===== config.mk =====
export PLATFORM = sky130hd
export DESIGN_NAME = mips
export DESIGN_NICKNAME = d
export VERILOG_FILES = /design/src/mipsIsaPkg.sv /design/src/mipsCtrlPkg.sv /design/src/controlDecoder.sv /design/src/regFile.sv /design/src/fetchUnit.sv /design/src/hazardUnit.sv /design/src/mips.sv
export SDC_FILE = /design/constraint.sdc
export NUM_CORES = 2
export LEC_CHECK = 0
export BUFFER_PORTS_ARGS = -buffer_cell sky130_fd_sc_hd__buf_2
export CORE_MARGIN = 1
export CORE_UTILIZATION = 38
export DETAILED_ROUTE_END_ITERATION = 12
export SYNTH_ARGS = -nofsm -noshare
export SYNTH_HDL_FRONTEND = slang
export SYNTH_HIERARCHICAL = 1
export SYNTH_SLANG_ARGS = --single-unit

===== constraint.sdc =====
create_clock -name clk -period 10.6 [get_ports clk]
set_input_delay 0 -clock clk [delete_from_list [all_inputs] [get_ports clk]]
set_output_delay 0 -clock clk [all_outputs]
set_load 0.005 [all_outputs]

===== src/mipsIsaPkg.sv =====
`default_nettype none

package mipsIsaPkg;

	// Primary opcodes of the supported subset
	typedef enum logic [5:0] {
		opSpecial = 6'b000000,
		opJ       = 6'b000010,
		opJal     = 6'b000011,
		opBeq     = 6'b000100,
		opOri     = 6'b001101,
		opLui     = 6'b001111,
		opLw      = 6'b100011,
		opSw      = 6'b101011
	} opcodeT;

	// Function field under opSpecial
	typedef enum logic [5:0] {
		fnNop  = 6'b000000, // sll by zero
		fnAddu = 6'b100001,
		fnSubu = 6'b100011,
		fnAnd  = 6'b100100,
		fnOr   = 6'b100101,
		fnSlt  = 6'b101010
	} functT;

	// Lowest bit of each instruction field
	localparam int opPos      = 26;
	localparam int rsPos      = 21;
	localparam int rtPos      = 16;
	localparam int rdPos      = 11;
	localparam int fnPos      = 0;
	localparam int immWidth   = 16;
	localparam int indexWidth = 26;

	localparam logic [4:0]  linkReg  = 5'd31;     // Written by jal
	localparam logic [31:0] resetPc  = 32'h0000_3000;
	localparam logic [31:0] nopInstr = {opSpecial, 20'd0, fnNop};

endpackage

`default_nettype wire


===== src/mipsCtrlPkg.sv =====
`default_nettype none

package mipsCtrlPkg;

	typedef enum logic [2:0] {
		aluAdd,
		aluSub,
		aluAnd,
		aluOr,
		aluSlt,
		aluLui
	} aluOpT;

	typedef enum logic [1:0] {npcSeq, npcBranch, npcJump} npcSelT;

	// Source of the value written back
	typedef enum logic [1:0] {wbAlu, wbMem, wbLink} wbSelT;

	typedef enum logic [1:0] {dstRt, dstRd, dstRa} dstSelT;

	// Operand bypass source
	typedef enum logic [1:0] {fwdNone, fwdMem, fwdWb} fwdSelT;

	localparam logic [4:0] regZero = 5'd0;

endpackage

`default_nettype wire


===== src/controlDecoder.sv =====
`default_nettype none

module controlDecoder (
	input  logic [31:0]         instr,
	output mipsCtrlPkg::aluOpT  aluOp,
	output mipsCtrlPkg::npcSelT npcSel,
	output logic                isBranch,
	output logic                regWrite,
	output logic                memWrite,
	output logic                isLoad,
	output logic                aluImm,    // Operand B is the immediate
	output logic                signExt,
	output mipsCtrlPkg::dstSelT dstSel,
	output mipsCtrlPkg::wbSelT  wbSel,
	output logic                useRs,
	output logic                useRt
);
	import mipsIsaPkg::*;
	import mipsCtrlPkg::*;

	opcodeT op;
	functT  fn;
	logic   rAlu;

	assign op   = opcodeT'(instr[opPos +: 6]);
	assign fn   = functT'(instr[fnPos +: 6]);
	assign rAlu = (op == opSpecial) && (fn inside {fnAddu, fnSubu, fnAnd, fnOr, fnSlt});

	always_comb begin
		// Defaults describe a nop
		aluOp    = aluAdd;
		npcSel   = npcSeq;
		isBranch = 1'b0;
		regWrite = 1'b0;
		memWrite = 1'b0;
		isLoad   = 1'b0;
		aluImm   = 1'b0;
		signExt  = 1'b0;
		dstSel   = dstRt;
		wbSel    = wbAlu;
		useRs    = 1'b0;
		useRt    = 1'b0;
		case (op)
			opSpecial: begin
				if (rAlu) begin
					regWrite = 1'b1;
					dstSel   = dstRd;
					useRs    = 1'b1;
					useRt    = 1'b1;
				end
				case (fn)
					fnSubu:  aluOp = aluSub;
					fnAnd:   aluOp = aluAnd;
					fnOr:    aluOp = aluOr;
					fnSlt:   aluOp = aluSlt;
					default: aluOp = aluAdd;
				endcase
			end
			opOri: begin
				{regWrite, aluImm, useRs} = 3'b111;
				aluOp = aluOr;          // Zero extended
			end
			opLui: begin
				{regWrite, aluImm} = 2'b11;
				aluOp = aluLui;
			end
			opLw: begin
				{regWrite, aluImm, signExt, useRs, isLoad} = 5'b11111;
				wbSel = wbMem;
			end
			opSw: {memWrite, aluImm, signExt, useRs, useRt} = 5'b11111;
			opBeq: begin
				npcSel = npcBranch;
				{isBranch, signExt, useRs, useRt} = 4'b1111;
			end
			opJ: npcSel = npcJump;
			opJal: begin
				npcSel   = npcJump;
				regWrite = 1'b1;
				dstSel   = dstRa;
				wbSel    = wbLink;
			end
			default: ; // Unknown encodings fall through as nop
		endcase
	end

endmodule

`default_nettype wire


===== src/regFile.sv =====
`default_nettype none

module regFile (
	input  logic        clk,
	input  logic        rstN,
	input  logic [4:0]  rsAddr,
	input  logic [4:0]  rtAddr,
	input  logic        wrEn,
	input  logic [4:0]  wrAddr,
	input  logic [31:0] wrData,
	output logic [31:0] rsData,
	output logic [31:0] rtData
);
	import mipsCtrlPkg::*;

	logic [31:0] regs [1:31];   // No storage behind register zero

	always_ff @(posedge clk) begin
		if (!rstN) begin
			for (int i = 1; i < 32; i++)
				regs[i] <= '0;
		end else if (wrEn && wrAddr != regZero) begin
			regs[wrAddr] <= wrData;
		end
	end

	// Writeback value is visible to decode in the same cycle
	always_comb begin
		if (rsAddr == regZero)
			rsData = '0;
		else if (wrEn && wrAddr == rsAddr)
			rsData = wrData;
		else
			rsData = regs[rsAddr];
	end

	always_comb begin
		if (rtAddr == regZero)
			rtData = '0;
		else if (wrEn && wrAddr == rtAddr)
			rtData = wrData;
		else
			rtData = regs[rtAddr];
	end

	// Register zero reads as zero even right after a write aimed at it
	assert property (@(posedge clk) disable iff (!rstN)
		(rsAddr == regZero |-> rsData == '0) and (rtAddr == regZero |-> rtData == '0))
		else $error("regFile: register zero read nonzero");

endmodule

`default_nettype wire


===== src/fetchUnit.sv =====
`default_nettype none

module fetchUnit (
	input  logic                                clk,
	input  logic                                rstN,
	input  logic                                pcHold,
	input  mipsCtrlPkg::npcSelT                 npcSel,
	input  logic                                branchTaken,
	input  logic [mipsIsaPkg::immWidth-1:0]     branchOffset,
	input  logic [mipsIsaPkg::indexWidth-1:0]   jumpIndex,
	input  logic [31:0]                         decodePc,    // PC of the branch or jump
	output logic [31:0]                         pc
);
	import mipsIsaPkg::*;
	import mipsCtrlPkg::*;

	logic [31:0] seqPc;
	logic [31:0] branchPc;
	logic [31:0] jumpPc;
	logic [31:0] nextPc;

	assign seqPc    = pc + 32'd4;
	assign branchPc = decodePc + 32'd4
		+ {{(30 - immWidth){branchOffset[immWidth-1]}}, branchOffset, 2'b00};
	assign jumpPc   = {decodePc[31:28], jumpIndex, 2'b00};

	// Redirect lands after the delay slot now in fetch
	always_comb begin
		case (npcSel)
			npcBranch: nextPc = branchTaken ? branchPc : seqPc;
			npcJump:   nextPc = jumpPc;
			default:   nextPc = seqPc;
		endcase
	end

	always_ff @(posedge clk) begin
		if (!rstN)
			pc <= resetPc;
		else if (!pcHold)
			pc <= nextPc;
	end

	assert property (@(posedge clk) disable iff (!rstN) pc[1:0] == 2'b00)
		else $error("fetchUnit: misaligned pc %h", pc);

endmodule

`default_nettype wire


===== src/hazardUnit.sv =====
`default_nettype none

module hazardUnit (
	input  logic [4:0]          decRs,
	input  logic [4:0]          decRt,
	input  logic                decUseRs,
	input  logic                decUseRt,
	input  logic                decIsBranch,
	input  logic [4:0]          exeDst,
	input  logic                exeRegWrite,
	input  logic                exeIsLoad,
	input  logic [4:0]          exeRs,
	input  logic [4:0]          exeRt,
	input  logic [4:0]          memDst,
	input  logic                memRegWrite,
	input  logic                memIsLoad,
	input  logic [4:0]          wbDst,
	input  logic                wbRegWrite,
	output logic                pcHold,
	output logic                decodeHold,
	output logic                execBubble,
	output mipsCtrlPkg::fwdSelT decFwdRs,
	output mipsCtrlPkg::fwdSelT decFwdRt,
	output mipsCtrlPkg::fwdSelT exeFwdRs,
	output mipsCtrlPkg::fwdSelT exeFwdRt
);
	import mipsCtrlPkg::*;

	logic rsFromExe;
	logic rtFromExe;
	logic rsFromLoad;
	logic rtFromLoad;
	logic loadUse;
	logic branchWait;
	logic stall;

	function automatic logic hit(input logic [4:0] src, input logic [4:0] dst, input logic we);
		return we && (dst == src) && (dst != regZero);
	endfunction

	// Memory stage is younger so it wins over writeback
	function automatic fwdSelT exeSel(input logic [4:0] src, input logic [4:0] mDst,
			input logic mWe, input logic [4:0] wDst, input logic wWe);
		if (hit(src, mDst, mWe))
			return fwdMem;
		if (hit(src, wDst, wWe))
			return fwdWb;
		return fwdNone;
	endfunction

	assign rsFromExe  = decUseRs && hit(decRs, exeDst, exeRegWrite);
	assign rtFromExe  = decUseRt && hit(decRt, exeDst, exeRegWrite);
	assign rsFromLoad = decUseRs && memIsLoad && hit(decRs, memDst, memRegWrite);
	assign rtFromLoad = decUseRt && memIsLoad && hit(decRt, memDst, memRegWrite);

	assign loadUse    = exeIsLoad && (rsFromExe || rtFromExe);
	assign branchWait = decIsBranch && (rsFromExe || rtFromExe || rsFromLoad || rtFromLoad);
	assign stall      = loadUse || branchWait;

	assign pcHold     = stall;
	assign decodeHold = stall;
	assign execBubble = stall;

	// Decode takes only ALU and link results from memory
	assign decFwdRs = (hit(decRs, memDst, memRegWrite) && !memIsLoad) ? fwdMem : fwdNone;
	assign decFwdRt = (hit(decRt, memDst, memRegWrite) && !memIsLoad) ? fwdMem : fwdNone;
	assign exeFwdRs = exeSel(exeRs, memDst, memRegWrite, wbDst, wbRegWrite);
	assign exeFwdRt = exeSel(exeRt, memDst, memRegWrite, wbDst, wbRegWrite);

	always_comb begin
		assert #0 (execBubble == pcHold)
			else $error("hazardUnit: bubble without fetch hold");
		// The load-use stall a cycle earlier keeps a load result out of memory forwarding
		assert #0 (!(memIsLoad && (exeFwdRs == fwdMem || exeFwdRt == fwdMem)))
			else $error("hazardUnit: load result forwarded from memory stage");
	end

endmodule

`default_nettype wire


===== src/mips.sv =====
`default_nettype none

module mips (
	input  logic        clk,
	input  logic        rstN,
	input  logic [31:0] iInstRdata,  // Same-cycle ROM answer
	input  logic [31:0] mDataRdata,
	output logic [31:0] iInstAddr,
	output logic [31:0] mDataAddr,
	output logic [31:0] mDataWdata,
	output logic [3:0]  mDataByteen,
	output logic [31:0] mInstAddr,
	output logic        wGrfWe,
	output logic [4:0]  wGrfAddr,
	output logic [31:0] wGrfWdata,
	output logic [31:0] wInstAddr
);
	import mipsIsaPkg::*;
	import mipsCtrlPkg::*;

	logic        pcHold;
	logic        decodeHold;
	logic        execBubble;
	fwdSelT      decFwdRs;
	fwdSelT      decFwdRt;
	fwdSelT      exeFwdRs;
	fwdSelT      exeFwdRt;
	// Fetch and decode
	logic [31:0] pcF;
	logic [31:0] instrD;
	logic [31:0] pcD;
	npcSelT      npcSelD;
	logic        isBranchD;
	logic        useRsD;
	logic        useRtD;
	logic        branchTaken;
	logic [31:0] rfRs;
	logic [31:0] rfRt;
	logic [31:0] rsD;
	logic [31:0] rtD;
	// Execute
	logic [31:0] instrE;
	logic [31:0] pcE;
	logic [31:0] rsE;
	logic [31:0] rtE;
	aluOpT       aluOpE;
	logic        regWriteE;
	logic        isLoadE;
	logic        aluImmE;
	logic        signExtE;
	dstSelT      dstSelE;
	wbSelT       wbSelE;
	logic        useRsE;
	logic        useRtE;
	logic [4:0]  dstE;
	logic [4:0]  exeRs;
	logic [4:0]  exeRt;
	logic [31:0] immE;
	logic [31:0] srcA;
	logic [31:0] srcB;
	logic [31:0] storeE;
	logic [31:0] aluOut;
	logic [31:0] resultE;
	// Memory
	logic [31:0] instrM;
	logic [31:0] pcM;
	logic [31:0] aluM;     // ALU or link result
	logic [31:0] storeM;
	logic        regWriteM;
	logic        memWriteM;
	logic        isLoadM;
	dstSelT      dstSelM;
	logic [4:0]  dstM;
	// Writeback
	logic [31:0] instrW;
	logic [31:0] pcW;
	logic [31:0] aluW;
	logic [31:0] loadW;
	dstSelT      dstSelW;
	wbSelT       wbSelW;
	logic [31:0] wbData;

	function automatic logic [4:0] destReg(input logic [31:0] instr, input dstSelT sel,
			input logic we);
		if (!we)
			return regZero;
		case (sel)
			dstRd:   return instr[rdPos +: 5];
			dstRa:   return linkReg;
			default: return instr[rtPos +: 5];
		endcase
	endfunction

	function automatic logic [31:0] fwdMux(input fwdSelT sel, input logic [31:0] own,
			input logic [31:0] memVal, input logic [31:0] wbVal);
		case (sel)
			fwdMem:  return memVal;
			fwdWb:   return wbVal;
			default: return own;
		endcase
	endfunction

	//////////////////////////////////////////////////////////////////////
	// Fetch

	fetchUnit fetch (.clk(clk), .rstN(rstN), .pcHold(pcHold), .npcSel(npcSelD),
		.branchTaken(branchTaken), .branchOffset(instrD[immWidth-1:0]),
		.jumpIndex(instrD[indexWidth-1:0]), .decodePc(pcD), .pc(pcF));

	assign iInstAddr = pcF;

	always_ff @(posedge clk) begin
		if (!rstN)
			instrD <= nopInstr;
		else if (!decodeHold)
			instrD <= iInstRdata;
	end

	always_ff @(posedge clk) begin
		if (!decodeHold)
			pcD <= pcF;
	end

	//////////////////////////////////////////////////////////////////////
	// Decode with branch compare

	controlDecoder decodeCtrl (.instr(instrD), .npcSel(npcSelD), .isBranch(isBranchD),
		.useRs(useRsD), .useRt(useRtD), .aluOp(), .regWrite(), .memWrite(), .isLoad(),
		.aluImm(), .signExt(), .dstSel(), .wbSel());

	regFile grf (.clk(clk), .rstN(rstN), .rsAddr(instrD[rsPos +: 5]),
		.rtAddr(instrD[rtPos +: 5]), .wrEn(wGrfWe), .wrAddr(wGrfAddr), .wrData(wbData),
		.rsData(rfRs), .rtData(rfRt));

	assign rsD = fwdMux(decFwdRs, rfRs, aluM, wbData);
	assign rtD = fwdMux(decFwdRt, rfRt, aluM, wbData);
	assign branchTaken = (rsD == rtD);    // beq only

	hazardUnit hazard (.decRs(instrD[rsPos +: 5]), .decRt(instrD[rtPos +: 5]),
		.decUseRs(useRsD), .decUseRt(useRtD), .decIsBranch(isBranchD),
		.exeDst(dstE), .exeRegWrite(regWriteE), .exeIsLoad(isLoadE),
		.exeRs(exeRs), .exeRt(exeRt),
		.memDst(dstM), .memRegWrite(regWriteM), .memIsLoad(isLoadM),
		.wbDst(wGrfAddr), .wbRegWrite(wGrfWe),
		.pcHold(pcHold), .decodeHold(decodeHold), .execBubble(execBubble),
		.decFwdRs(decFwdRs), .decFwdRt(decFwdRt), .exeFwdRs(exeFwdRs), .exeFwdRt(exeFwdRt));

	//////////////////////////////////////////////////////////////////////
	// Execute

	always_ff @(posedge clk) begin
		if (!rstN || execBubble)
			instrE <= nopInstr;   // Bubble on stall
		else
			instrE <= instrD;
	end

	always_ff @(posedge clk) begin
		pcE <= pcD;
		rsE <= rsD;
		rtE <= rtD;
	end

	controlDecoder execCtrl (.instr(instrE), .aluOp(aluOpE), .regWrite(regWriteE),
		.isLoad(isLoadE), .aluImm(aluImmE), .signExt(signExtE), .dstSel(dstSelE),
		.wbSel(wbSelE), .useRs(useRsE), .useRt(useRtE), .npcSel(), .isBranch(),
		.memWrite());

	assign dstE  = destReg(instrE, dstSelE, regWriteE);
	// Unread fields must not pull in a forward
	assign exeRs = useRsE ? instrE[rsPos +: 5] : regZero;
	assign exeRt = useRtE ? instrE[rtPos +: 5] : regZero;

	assign immE = signExtE ? {{(32 - immWidth){instrE[immWidth-1]}}, instrE[immWidth-1:0]}
		: {{(32 - immWidth){1'b0}}, instrE[immWidth-1:0]};
	assign srcA   = fwdMux(exeFwdRs, rsE, aluM, wbData);
	assign storeE = fwdMux(exeFwdRt, rtE, aluM, wbData);
	assign srcB   = aluImmE ? immE : storeE;

	always_comb begin
		case (aluOpE)
			aluSub:  aluOut = srcA - srcB;
			aluAnd:  aluOut = srcA & srcB;
			aluOr:   aluOut = srcA | srcB;
			aluSlt:  aluOut = {31'd0, $signed(srcA) < $signed(srcB)};
			aluLui:  aluOut = {srcB[15:0], 16'd0};
			default: aluOut = srcA + srcB;
		endcase
	end

	assign resultE = (wbSelE == wbLink) ? pcE + 32'd8 : aluOut;

	//////////////////////////////////////////////////////////////////////
	// Memory

	always_ff @(posedge clk) begin
		if (!rstN)
			instrM <= nopInstr;
		else
			instrM <= instrE;
	end

	always_ff @(posedge clk) begin
		pcM    <= pcE;
		aluM   <= resultE;
		storeM <= storeE;
	end

	controlDecoder memCtrl (.instr(instrM), .regWrite(regWriteM), .memWrite(memWriteM),
		.isLoad(isLoadM), .dstSel(dstSelM), .aluOp(), .npcSel(), .isBranch(), .aluImm(),
		.signExt(), .wbSel(), .useRs(), .useRt());

	assign dstM        = destReg(instrM, dstSelM, regWriteM);
	assign mDataAddr   = aluM;
	assign mDataWdata  = storeM;
	assign mDataByteen = memWriteM ? 4'hF : 4'h0;   // Word stores only
	assign mInstAddr   = pcM;

	assert property (@(posedge clk) disable iff (!rstN) mDataByteen inside {4'h0, 4'hF})
		else $error("mips: partial byte enable %h", mDataByteen);

	//////////////////////////////////////////////////////////////////////
	// Writeback

	always_ff @(posedge clk) begin
		if (!rstN)
			instrW <= nopInstr;
		else
			instrW <= instrM;
	end

	always_ff @(posedge clk) begin
		pcW   <= pcM;
		aluW  <= aluM;
		loadW <= mDataRdata;
	end

	controlDecoder wbCtrl (.instr(instrW), .regWrite(wGrfWe), .dstSel(dstSelW),
		.wbSel(wbSelW), .aluOp(), .npcSel(), .isBranch(), .memWrite(), .isLoad(),
		.aluImm(), .signExt(), .useRs(), .useRt());

	assign wbData    = (wbSelW == wbMem) ? loadW : aluW;
	assign wGrfAddr  = destReg(instrW, dstSelW, wGrfWe);
	assign wGrfWdata = wbData;
	assign wInstAddr = pcW;

endmodule

`default_nettype wire


# After elaboration in Yosys (flattened, before gate mapping)
# Memory sizes are Yosys's and may differ from the RTL's. A register that Yosys moved wholly into a read port is not among the register bits.
# Cells that the tools add are included.
# totals
regBits	480
ramBits	992
out_inout_bits	202
elab_cells	243
memories	1
# mem_list
memory	words	word_bits	rd	rd_clocked_by_memory_dff	write_ports	line	text
grf.regs	31	32	2	2	31	regFile.sv:16	logic [31:0] regs [1:31];
# op_classes
addsub	6
n_lt_le_gt_ge	1
n_eq_ne	75
muxes	79
bitwise_logic	2
n_reduce_logical	64
# op_table
operator	n
$mux 32	10
$pmux 32 s2	5
$eq 6x6->1 const B	27
$pmux 32 s5	1
$add 32x3->32 const B	2
$add 32x32->32	2
$eq 5x5->1	10
$mux 5	10
$eq 6x4->1 const B	7
$reduce_bool 5->1	7
$logic_and 1x1->1	33
$add 32x4->32 const B	1
$and 32x32->32	1
$eq 32x32->1	1
$lt 32x32->1	1
$or 32x32->32	1
$reduce_or 32->1	1
$sub 32x32->32	1
$eq 6x2->1 const B	5
$pmux 5 s2	3
$mux 1	26
$logic_not 6->1	4
$pmux 2 s2	6
$reduce_or 4->1	6
other kinds (16)	56

# Logic depth before layout (Yosys ltp)
# depth
ltp_word	21
mapped_depth	35
depth_no_buf	30

# By module
# The synthesis kept the hierarchy.
# modules_own_cells
module	instances	cells_per_inst	area_each_um2
regFile	1	3799	55057.8
mips	1	2256	20463.4
fetchUnit	1	582	4184.0
controlDecoder	4	50	322.8
hazardUnit	1	80	614.3

# Worst setup path after synthesis
# No wires, ideal clock.
# synth_timing
kind	flip-flop to flip-flop
from	register instrW[28]
to	register aluM[29] (netlist: mDataAddr[29])
setup_ns	0.125
arrival_time_ns	7.039
slack_ns	3.436
stages_incl_launch_ff	32
path_cell_list	dfxtp_1 -> buf_2 -> nor4_2 -> nand2_1 -> o21bai_1 -> inv_1 -> inv_1 -> ha_1 -> inv_1 -> o21ai_0 -> a21oi_1 -> or4_1 -> o21ai_0 -> or4_1 -> nor4_2 -> ha_1 -> clkbuf_1 -> clkbuf_1 -> a221o_1 -> o21ai_0 -> o21ai_0 -> inv_1 -> ha_1 -> nand2b_1 -> a221oi_1 -> o21ai_0 -> a31oi_1 -> o211ai_1 -> a21oi_1 -> a221oi_1 -> and3_1 -> o41a_1
# synth_via
elab_chain_len	20
elab_cells_between_ends	48
classes_between	2 x add/sub; 13 x eq/ne; 23 x mux; 2 x bitwise; 8 x reduce/logical
# synth_lines
item	line	text
from (decl)	mips.sv:75	logic [31:0] instrW;
from (signal assigned)	mips.sv:227	instrW <= nopInstr;
from (signal assigned)	mips.sv:229	instrW <= instrM;
$logic_not 6->1	--	
$logic_and 1x1->1	controlDecoder.sv:27	assign rAlu = (op == opSpecial) && (fn inside {fnAddu, fnSubu, fnAnd, fnOr, fnSlt});
$mux 1	controlDecoder.sv:45	if (rAlu) begin
$pmux 2 s2 *	controlDecoder.sv:43	case (op)
via dstSelW[0]	mips.sv:79	dstSelT dstSelW;
$eq 2x2->1 / $eq 2x1->1 (equally long branches)	mips.sv:87	case (sel)
$pmux 5 s2 *	mips.sv:87	
$mux 5 *	mips.sv:87	
via wGrfAddr[0]	mips.sv:14	output logic [4:0] wGrfAddr,
[... 7 more ...]	--	
via exeFwdRt[1]	mips.sv:27	fwdSelT exeFwdRt;
$eq 2x2->1 / $eq 2x1->1 (equally long branches)	mips.sv:96	case (sel)
$pmux 32 s2 *	mips.sv:96	
$mux 32 *	mips.sv:178	assign srcB = aluImmE ? immE : storeE;
$add 32x32->32, or another cell as far along	mips.sv:187	default: aluOut = srcA + srcB;
$pmux 32 s5 *	mips.sv:181	case (aluOpE)
$mux 32 *	mips.sv:191	assign resultE = (wbSelE == wbLink) ? pcE + 32'd8 : aluOut;
via resultE[29]	mips.sv:63	logic [31:0] resultE;
to (signal assigned)	mips.sv:205	aluM <= resultE;
to (decl)	mips.sv:67	logic [31:0] aluM;
# The timed path passes the listed nets; every way through them passes the cells marked *. The select of a mux whose other input is x is not followed.
# A chain may end at the register's enable or synchronous reset.

# Worst setup path after layout
# layout_timing
from	register instrW[29]
to	register aluM[28] (netlist: mDataAddr[28])
# layout_via
elab_chain_len	20
elab_cells_between_ends	48
classes_between	2 x add/sub; 13 x eq/ne; 23 x mux; 2 x bitwise; 8 x reduce/logical
# layout_lines
item	line	text
$logic_not 6->1	--	
$logic_and 1x1->1	controlDecoder.sv:27	
$mux 1	controlDecoder.sv:45	
$pmux 2 s2	controlDecoder.sv:43	
$eq 2x2->1 / $eq 2x1->1 (equally long branches)	mips.sv:87	
$pmux 5 s2	mips.sv:87	
$mux 5	mips.sv:87	
$eq 5x5->1	hazardUnit.sv:38	return we && (dst == src) && (dst != regZero);
[... 6 more ...]	--	
via exeFwdRt[1]	mips.sv:27	
$eq 2x2->1 / $eq 2x1->1 (equally long branches)	mips.sv:96	
$pmux 32 s2 *	mips.sv:96	
$mux 32 *	mips.sv:178	
$add 32x32->32, or another cell as far along	mips.sv:187	
$pmux 32 s5 *	mips.sv:181	
$mux 32 *	mips.sv:191	
via resultE[28]	mips.sv:63	
# Marked as above.

==> run metrics <==
fin area=roughly 90000 um^2; Area Growth Syn to Fin=13.8%; Port Buffer Count=267; Clock Path Buffers=3; largest net degree at the start of global routing=97; Power Density=approximately 180 nW/um^2; crit start category=flip-flop; Worst Skew=0.0645 ns; slew margin rel.=approximately 17%; final hold violations=0; chip width=463 um; critical-path maximum fanout=58; CP Capture Point=mDataAddr[28]; CP startpoint=instrW[29]; VDD IR max=~0.00030 V; worst skew pair latency=0.84 ns; worst setup path category=flip-flop to flip-flop; Avg Synthesized Cell Area=11.8 um^2; CP arrival=~9.9 ns; DR top layer=met4; Avg WL per Cell=31.8 um; Die ar.=between 200000 and 250000 um^2; Core Region=210000 um^2; Die Ht=463 um; antenna violation net count after detailed routing=0; first-pass GRT wire length=443000 um; Total Wirelength=314000 um; DP Area=84800 um^2; gr usage total=28.6%; MaxCap Viol Count=0; CP Data Required Time=11.33 ns; CTS Sinks=about 1500; post-DP HPWL=approximately 210000 um; synthesized instance count=just under 7000; Final Cycle Share=86.0%; clk root buf=clkbuf_16; Synth Warn #=6; initial core utilization=38.4%; register-to-register setup slack=1.48 ns; Hold Path Class=input port to flip-flop; DRC Markers=0; Vias per Instance=approximately 6.2; leakage dissipation=33.6 nW; CTS Buf Count=166; critical path capture point type=flip-flop; initial antenna violation count=20; worst r2r src=instrW[29]; Vias=60992; RSZ-0062 raised after global routing=false; Worst Reg-to-Reg Cells=23; GPL Wtd Cong=between 0.9 and 1; met1 wire length=125000 um; Detailed Routing Iterations Pass 1=7; wire length on met2=141000 um; worst hold path stage count=4; TritonCTS clock tree=yes; H-tree depth=4; most frequent cells in the layout=1096 x and2_1, 1056 x edfxtp_1, 419 x dfxtp_1; Mapped Area=80600 um^2; leading cell type in the layout, fill and taps excluded=and2_1; fmax=approximately 0.11 GHz; Final Net Count=7187; num ports=268; share of layout cells above drive strength 1=between 10% and 20%; total negative slack=0 ns; Worst-path clk slew=0.06 ns; routed wl met3=about 29000 um; status=finished, final reports clean; grt ovf=0; number of global-route vias before repair=59068; Final Setup Violations=0; Slew @ Worst Pin=1.24 ns; Final Slew Violations=0; fin util=between 40% and 50%; post-layout min period=9.12 ns; 1st-iter DRT viols=between 8000 and 9000; capturing point of the worst reg2reg path=mDataAddr[28]; row cnt=168
==> power by group <==
group          switching, W  internal [W]
registers          0.000439       0.00663
logic               0.00264       0.00117
clock network       0.00255       0.00345
total               0.00563        0.0113
==> layout make-up <==
| cell class | instances | area [um^2] |
|---|---|---|
| diodes | 10 | 25.0 |
| clock buffers | 210 | 4570 |
| clock inverters | 93 | 1070 |
| fillers | 19269 | 118000 |
| inverters | 174 | 653 |
| multi-input cells | 4566 | 37600 |
| flip-flops and latches | 1484 | 40300 |
| well taps | 2805 | 3510 |
| repair buffers | 555 | 3940 |
==> stage by stage <==
step | setup slack, ns | hold WS (ns) | cells | total power (W)
4_1_cts | 1.68 | 0.00961 | 9887 | 0.0168
5_1_grt | 0.951 | 0.0292 | 9888 | 0.0173
2_1_floorplan | 3.64 | 0.0277 | 6836 | 0.00910
3_5_place_dp | 1.69 | 0.104 | 9459 | 0.0109
6_report | 1.48 | 0.0331 | 9897 | 0.0169
3_3_place_gp | 1.84 | 0.105 | 9459 | 0.0108
==> sequential cells by signal, summed over array words and instances (netlist names) <==
register,count
mInstAddr,32
rsE,32
loadW,32
instrW,22
pcE,32
mDataWdata,32
grf/regs,1024
wInstAddr,32
mDataAddr,32
aluW,32
fetch/pc,32
rtE,32
pcD,32
instrE,32
instrD,32
instrM,22
==> worst min-delay path by stage <==
stage	startpoint	to	slack (ns)
2_1_floorplan	mDataRdata[0]	loadW[0]	0.03
3_3_place_gp	mDataRdata[14]	loadW[14]	0.11
3_5_place_dp	mDataRdata[24]	loadW[24]	0.10
4_1_cts	iInstRdata[24]	instrD[24]	0.01
5_1_grt	iInstRdata[21]	instrD[21]	0.03
6_report	iInstRdata[21]	instrD[21]	0.03
==> worst max-delay path: stages (launching register included) <==
cell and delay (ns):
dfxtp_1 0.39, nand2_1 0.07, or2_2 0.26, a21boi_0 0.12
o21ai_1 0.61, o21ai_0 0.19, a21oi_1 0.90, or4_1 0.21
o21ai_0 0.10, or4_1 0.60, nor4_2 0.34, ha_2 0.89
a21oi_1 0.25, o21ai_0 0.94, inv_1 0.17, ha_1 0.50
or3_4 0.41, a2111oi_2 0.66, o211a_1 0.27, o31a_1 0.23
a31oi_1 0.16, o2111ai_1 0.24, o41ai_1 0.10, o32a_1 0.36
==> per-layer routing <==
| metal | track usage (%) | up-vias |
|---|---|---|
| met2 | 44.0 | 3574 |
| li1 | - | 25603 |
| met1 | 38.3 | 31048 |
| met4 | 15.9 | 0 |
| met3 | 4.79 | 767 |
| met5 | 0 | - |
==> timing repair <==
| item | CTS | global route |
|---|---|---|
| hold endpoints to repair | 171 | 0 |
| buffers inserted | 0 | 0 |
| resized for setup | 0 | 0 |
| hold buffers | 125 | 0 |
Power figures use the tool's default switching activity.
